### src/logic/mmio_misc_pkg.sv
package mmio_misc_pkg;

   // Drive activity inputs feeding the LED enable flags
   localparam int num_drives = 3;

   // Register map, word addresses on the 4-bit bus
   localparam logic [0:3] adr_ctrl  = 4'h0;
   localparam logic [0:3] adr_reset = 4'h1;
   localparam logic [0:3] adr_led1  = 4'h2;
   localparam logic [0:3] adr_led2  = 4'h3;
   localparam logic [0:3] adr_led3  = 4'h4;
   localparam logic [0:3] adr_led4  = 4'h5;

   // Bit 0 is the most significant bit, as on the bus
   typedef struct packed {
      logic [0:7] red;
      logic [0:7] green;
      logic [0:7] blue;
   } rgb_t;

   // Bit 0 enables always, bits 1 to 3 follow drives 1 to 3
   typedef logic [0:3] led_mask_t;

   typedef struct packed {
      led_mask_t [1:4] mask;
      logic [0:13]     reserved;
      logic            red;
      logic            green;
   } ctrl_word_t;

   typedef struct packed {
      logic [0:7] reserved;
      rgb_t       color;
   } rgb_word_t;

   // The low three bits always read back as ones
   typedef struct packed {
      logic [0:23] reserved_hi;
      logic [0:4]  sw_reset;
      logic [0:2]  reserved_lo;
   } reset_word_t;

   // One bus word, decoded by address
   typedef union packed {
      ctrl_word_t  ctrl;
      reset_word_t rst;
      rgb_word_t   led;
   } data_word_u;

   typedef struct packed {
      rgb_t [1:4]      value;
      led_mask_t [1:4] mask;
   } led_cfg_t;

   typedef struct packed {
      logic red;
      logic green;
   } status_t;

endpackage

### src/logic/activity_stretch.sv
`timescale 1ns/1ps

module activity_stretch #(
   parameter int stretch_cycles = 8
) (
   input  logic                               clk,
   input  logic                               reset,
   input  logic [1:mmio_misc_pkg::num_drives] drive_activity,
   output logic [1:mmio_misc_pkg::num_drives] activity
);

   localparam int cnt_width = $clog2(stretch_cycles + 1);

   logic [0:cnt_width-1] count [1:mmio_misc_pkg::num_drives];

   // A pulse reloads the full hold time, even in the middle of a hold
   always_ff @(posedge clk) begin
      if (reset) begin
         for (int i = 1; i <= mmio_misc_pkg::num_drives; i++) begin
            count[i] <= '0;
         end
      end else begin
         for (int i = 1; i <= mmio_misc_pkg::num_drives; i++) begin
            if (drive_activity[i]) begin
               count[i] <= cnt_width'(stretch_cycles);
            end else if (count[i] != '0) begin
               count[i] <= count[i] - 1'b1;
            end
         end
      end
   end

   always_comb begin
      for (int i = 1; i <= mmio_misc_pkg::num_drives; i++) begin
         activity[i] = (count[i] != '0);
      end
   end

   for (genvar g = 1; g <= mmio_misc_pkg::num_drives; g++) begin : g_check
      a_count_bound: assert property (
         @(posedge clk) disable iff (reset)
         count[g] <= cnt_width'(stretch_cycles)
      );
   end

endmodule

### src/logic/led_select.sv
`timescale 1ns/1ps

module led_select (
   input  mmio_misc_pkg::led_cfg_t           cfg,
   input  mmio_misc_pkg::status_t            status,
   input  logic [1:mmio_misc_pkg::num_drives] activity,
   output mmio_misc_pkg::rgb_t               led1_rgb,
   output mmio_misc_pkg::rgb_t               led2_rgb,
   output mmio_misc_pkg::rgb_t               led3_rgb,
   output mmio_misc_pkg::rgb_t               led4_rgb
);

   mmio_misc_pkg::rgb_t       status_rgb;
   mmio_misc_pkg::led_mask_t  flags;
   mmio_misc_pkg::rgb_t [1:4] led_default;
   mmio_misc_pkg::rgb_t [1:4] led_out;
   logic [1:4]                led_on;

   // Red and green each light a full colour byte, blue stays off
   assign status_rgb.red   = {8{status.red}};
   assign status_rgb.green = {8{status.green}};
   assign status_rgb.blue  = 8'h00;

   // Flag 0 is always active so mask bit 0 forces the programmed colour
   assign flags = {1'b1, activity};

   // LEDs 1 and 2 mirror the board status, 3 and 4 are dark
   assign led_default[1] = status_rgb;
   assign led_default[2] = status_rgb;
   assign led_default[3] = '0;
   assign led_default[4] = '0;

   always_comb begin
      for (int i = 1; i <= 4; i++) begin
         led_on[i]  = |(cfg.mask[i] & flags);
         led_out[i] = led_on[i] ? cfg.value[i] : led_default[i];
      end
   end

   assign led1_rgb = led_out[1];
   assign led2_rgb = led_out[2];
   assign led3_rgb = led_out[3];
   assign led4_rgb = led_out[4];

endmodule

### src/logic/misc_regs.sv
`timescale 1ns/1ps

module misc_regs (
   input  logic                    clk,
   input  logic                    reset,
   input  logic [0:3]              adr,
   input  logic                    cs,
   input  logic [0:3]              sel,
   input  logic                    we,
   input  logic [0:31]             d,
   output logic [0:31]             q,
   output mmio_misc_pkg::led_cfg_t cfg,
   output mmio_misc_pkg::status_t  status,
   output logic [0:4]              sw_reset
);

   mmio_misc_pkg::data_word_u      wr_word;
   mmio_misc_pkg::data_word_u      rd_word;
   mmio_misc_pkg::led_mask_t [1:4] led_mask;
   mmio_misc_pkg::rgb_t [1:4]      led_value;
   mmio_misc_pkg::status_t         status_reg;
   logic [0:4]                     sw_reset_reg;
   logic                           wr_en;

   // Whole-word writes are gated by the lowest byte lane
   assign wr_en   = cs && we && sel[3];
   assign wr_word = d;

   // Control and software reset registers
   always_ff @(posedge clk) begin
      if (reset) begin
         led_mask     <= '0;
         status_reg   <= '0;
         sw_reset_reg <= '1;
      end else if (wr_en) begin
         case (adr)
            mmio_misc_pkg::adr_ctrl: begin
               led_mask         <= wr_word.ctrl.mask;
               status_reg.red   <= wr_word.ctrl.red;
               status_reg.green <= wr_word.ctrl.green;
            end
            mmio_misc_pkg::adr_reset: begin
               sw_reset_reg <= wr_word.rst.sw_reset;
            end
            default: begin
            end
         endcase
      end
   end

   // The four LED colour registers
   always_ff @(posedge clk) begin
      if (wr_en) begin
         case (adr)
            mmio_misc_pkg::adr_led1: led_value[1] <= wr_word.led.color;
            mmio_misc_pkg::adr_led2: led_value[2] <= wr_word.led.color;
            mmio_misc_pkg::adr_led3: led_value[3] <= wr_word.led.color;
            mmio_misc_pkg::adr_led4: led_value[4] <= wr_word.led.color;
            default: begin
            end
         endcase
      end
   end

   // Read-back is decoded from the address alone and ignores cs
   always_comb begin
      rd_word = '0;
      case (adr)
         mmio_misc_pkg::adr_ctrl: begin
            rd_word.ctrl.mask  = led_mask;
            rd_word.ctrl.red   = status_reg.red;
            rd_word.ctrl.green = status_reg.green;
         end
         mmio_misc_pkg::adr_reset: begin
            rd_word.rst.sw_reset    = sw_reset_reg;
            rd_word.rst.reserved_lo = '1;
         end
         mmio_misc_pkg::adr_led1: rd_word.led.color = led_value[1];
         mmio_misc_pkg::adr_led2: rd_word.led.color = led_value[2];
         mmio_misc_pkg::adr_led3: rd_word.led.color = led_value[3];
         mmio_misc_pkg::adr_led4: rd_word.led.color = led_value[4];
         default: begin
         end
      endcase
   end

   assign q        = rd_word;
   assign cfg      = '{value: led_value, mask: led_mask};
   assign status   = status_reg;
   assign sw_reset = sw_reset_reg;

   // Unmapped addresses must read as zero
   a_unmapped_zero: assert property (
      @(posedge clk) disable iff (reset)
      (adr > mmio_misc_pkg::adr_led4) |-> (q == '0)
   );

endmodule

### src/logic/mmio_misc_top.sv
`timescale 1ns/1ps

module mmio_misc_top #(
   parameter int stretch_cycles = 8
) (
   input  logic                               clk,
   input  logic                               reset,
   input  logic [0:3]                         adr,
   input  logic                               cs,
   input  logic [0:3]                         sel,
   input  logic                               we,
   input  logic [0:31]                        d,
   input  logic [1:mmio_misc_pkg::num_drives] drive_activity,
   output logic [0:31]                        q,
   output logic [0:4]                         sw_reset,
   output mmio_misc_pkg::rgb_t                led1_rgb,
   output mmio_misc_pkg::rgb_t                led2_rgb,
   output mmio_misc_pkg::rgb_t                led3_rgb,
   output mmio_misc_pkg::rgb_t                led4_rgb
);

   mmio_misc_pkg::led_cfg_t            cfg;
   mmio_misc_pkg::status_t             status;
   logic [1:mmio_misc_pkg::num_drives] activity;

   misc_regs u_regs (
      .clk      (clk),
      .reset    (reset),
      .adr      (adr),
      .cs       (cs),
      .sel      (sel),
      .we       (we),
      .d        (d),
      .q        (q),
      .cfg      (cfg),
      .status   (status),
      .sw_reset (sw_reset)
   );

   activity_stretch #(
      .stretch_cycles (stretch_cycles)
   ) u_stretch (
      .clk            (clk),
      .reset          (reset),
      .drive_activity (drive_activity),
      .activity       (activity)
   );

   // Register settings and stretched activity meet here
   led_select u_select (
      .cfg      (cfg),
      .status   (status),
      .activity (activity),
      .led1_rgb (led1_rgb),
      .led2_rgb (led2_rgb),
      .led3_rgb (led3_rgb),
      .led4_rgb (led4_rgb)
   );

endmodule

### config.mk
export PLATFORM = sky130hd
export DESIGN_NAME = mmio_misc_top
export DESIGN_NICKNAME = d
export VERILOG_FILES = /design/src/logic/mmio_misc_pkg.sv /design/src/logic/activity_stretch.sv /design/src/logic/led_select.sv /design/src/logic/misc_regs.sv /design/src/logic/mmio_misc_top.sv
export SDC_FILE = /design/constraint.sdc
export NUM_CORES = 1
export LEC_CHECK = 0
export BUFFER_PORTS_ARGS = -buffer_cell sky130_fd_sc_hd__buf_2
export CAP_MARGIN = 10
export CORE_MARGIN = 4
export CORE_UTILIZATION = 44
export CTS_CLUSTER_DIAMETER = 150
export DETAILED_ROUTE_END_ITERATION = 10
export PLACE_DENSITY = 0.73
export SYNTH_ARGS = -nofsm -noshare
export SYNTH_HDL_FRONTEND = slang
export SYNTH_SLANG_ARGS = --single-unit
### constraint.sdc
create_clock -name clk -period 3.9 [get_ports clk]
set_input_delay 0.78 -clock clk [delete_from_list [all_inputs] [get_ports clk]]
set_output_delay 0.78 -clock clk [all_outputs]
set_load 0.05 [all_outputs]
==> summary.txt <==
Placement
  • DP HPWL: ~13,000 um
  • # port buffers: 176
  • Placed cells: 861
  • GPL Wtd Cong: about 0.85
  • Dpl cell area: about 7300 um2

Logic synthesis
  • Most area-hungry cell type in the Yosys netlist: edfxtp_1
  • FFs w/ async S/R, synth: 0
  • Post-synth EDFFs: 108
  • Leading register cell type out of synthesis: edfxtp_1
  • Most frequent cell after synthesis: edfxtp_1
  • Sequential area share after synthesis: 0.604
  • Yosys warns: 0
  • #FFs+latches synth: 131
  • Synth cell count leaders: edfxtp_1 (108), and2_1 (75), nand2_1 (51)
  • Yosys top cell area share: 0.529
  • Post-Syn Nets: around 570
  • Mapped Cells: about 520
  • Area contributors post-synth: edfxtp_1 (53%), and2_1 (7.7%), dfxtp_1 (7.5%), mux2i_1 (5.9%), a21o_1 (3.9%)
  • Distinct cells, synth: 37
  • Netlist Area Pre-Place: 6130 um2
  • Avg Cell Area, Syn: 11.8 um2

Die
  • Horiz. Die Dim: between 100 and 150 um
  • Die Span Y: between 100 and 150 um
  • I/O pins: 180
  • Initial Util: 0.456
  • Core Footprint: 13,500 um2
  • Die area: around 16,000 um2
  • Rows: 42

Drt
  • First-pass iteration count of the detailed router: 5
  • DRC errors left: 0
  • ANT nets after route: 0
  • DRT iter0 DRCs: between 400 and 500
  • Drt via density: 5.57
  • DR WL/cell: 20.8 um
  • Post-Route WL: 18,500 um
  • Vias: between 4,000 and 5,000

Status
  • Status: finished clean

Global route
  • Overflow after GRT: 0
  • Initial antenna violation count: 0
  • Largest net degree at the start of global routing: 32
  • Vias in the first global route: 5,141
  • GRT Util Overall: 0.230
  • First-pass GRT wire length: 28,200 um

CTS
  • Worst-Skew Late Latency: about 0.42 ns
  • CTS H-tree depth: 4
  • Post-CTS Setup Inserts: 0
  • Count of cells resized by post-cts repair: 0
  • # hold bufs at CTS: 0
  • Clock-pin transition on the worst setup and hold timing paths: 0.05 ns
  • Worst-case clock buffer depth: 2
  • CTS tree: built
  • CTS Buf Count: 17
  • Root Driver: clkbuf_16
  • Clock Sinks: between 100 and 150

STA
  • Setup TNS: 0 ns
  • Fin. max-slew vios: 0
  • Minimum clock period: around 3.7 ns
  • Fmax: 0.273 GHz
  • Max-slew headroom: 0.410
  • Final setup fails: 0
  • RSZ-0062 raised after global routing: false
  • Period utilization: 0.941
  • Worst Max-Slew Pin Slew: between 0.8 and 0.9 ns
  • Fin. Hold Viols: 0
  • Hold slack: around 0.47 ns
  • Clock Skews: about 0.0045 ns

Worst hold path
  • Hold Path Class: reg -> reg

Final layout
  • Area Growth Syn to Fin: 27.8%
  • Layout cells sized above 1: 0.328
  • Design Area, Final: ~7800 um2
  • Layout Utilization: 0.582
  • Antenna cells: 0
  • Number of flip-flops under the largest register name: between 100 and 150
  • Nets@finish: 754
  • Register area: between 3000 and 4000 um2
  • Post-route insts no fill: between 800 and 900
  • Multi-input logic area: between 2000 and 2500 um2
  • Fill count: between 1,000 and 1,500

Critical path
  • Kind of critical path: reg -> out
  • Data arrival, critical path: 2.89 ns
  • Worst setup EP type: output port
  • Crit path max fanout: 16
  • Startpoint Class: register
  • Worst EP required: between 3 and 4 ns

Pwr
  • P_leak: approximately 3.7 nW
  • VDD IR-drop max: between 300 and 400 uV
  • Pwr Density: 468 nW/um2

Job
  • Max cap viols: 0
## per-layer routing
layer  vias to the layer above  share of wire  track usage
met1                      2445           0.41        0.293
li1                       2241              -            -
met3                        36          0.092       0.0707
met4                         0          0.022       0.0858
met2                       246           0.48        0.370
met5                         -              0            0
## cells by family (layout without fill, tap and decap cells)
| kind of cell | Yosys count | after routing | share of synthesized area |
|---|---|---|---|
| simple gates | 190 | 190 | 0.159 |
| flops | 131 | 131 | 0.604 |
| compound gates | 107 | 107 | 0.125 |
| buf+inv | 45 | 242 | 0.0335 |
| mux | 43 | 43 | 0.0716 |
| fa+ha+maj | 3 | 3 | 0.00612 |
## area by class of cell
class | instances | share of cell area
timing repair buffer | 195 | 0.134
inverter | 16 | 0.00767
clock inverter | 12 | 0.0179
sequential | 131 | 0.473
tap | 176 | 0.0281
multi-input combinational | 343 | 0.284
clock buffer | 19 | 0.0553
## worst paths after layout
path / from / endpoint / slack, ns / cells past startpoint
setup / recovery: u_stretch.count[0][12] / led4_rgb[22] / 0.23 / 8
hold / removal: u_regs.cfg[2] / u_regs.cfg[2] / 0.47 / 2
setup reg to reg: u_stretch.count[0][12] / u_stretch.count[0][15] / 2.14 / 4
hold reg to reg: u_regs.cfg[2] / u_regs.cfg[2] / 0.47 / 2
## power breakdown
| group | internal (mW) | switching (mW) | total [mW] | leakage (nW) |
|---|---|---|---|---|
| Combinational | 0.165 | 0.316 | 0.481 | 2.22 |
| Sequential | 1.58 | 0.0383 | 1.62 | 1.19 |
| Clock | 0.991 | 0.575 | 1.57 | 0.284 |
## per-stage QoR
stage | power (mW) | setup slack (ns)
finish | 3.66 | 0.232
global route | 3.79 | 0.0604
CTS | 3.67 | 0.260
detailed placement | 2.12 | 0.656
global placement | 2.10 | 0.638
floorplan | 1.98 | 0.395
## cells in the final DEF, fill, tap and decap left out, types with 7 or more instances in the layout
| cell | instances |
|---|---|
| inv_1 | 16 |
| dfxtp_1 | 23 |
| and2_1 | 75 |
| a221o_1 | 9 |
| clkbuf_16 | 17 |
| a21o_1 | 32 |
| buf_2 | 175 |
| mux2_2 | 7 |
| a21oi_1 | 27 |
| nand2_1 | 51 |
| nor2_1 | 35 |
| edfxtp_1 | 108 |
| o21ai_0 | 8 |
| mux2i_1 | 36 |
| buf_4 | 18 |
| o22ai_1 | 8 |
## worst max-delay path: stages, from the launching register on
cell,delay (ns)
edfxtp_1,0.40
inv_1,0.08
ha_1,0.23
or3b_2,0.52
a22oi_1,0.21
nand2_1,0.27
buf_4,0.31
and2_1,0.22
buf_2,0.22
Power figures use the tool's default switching activity.
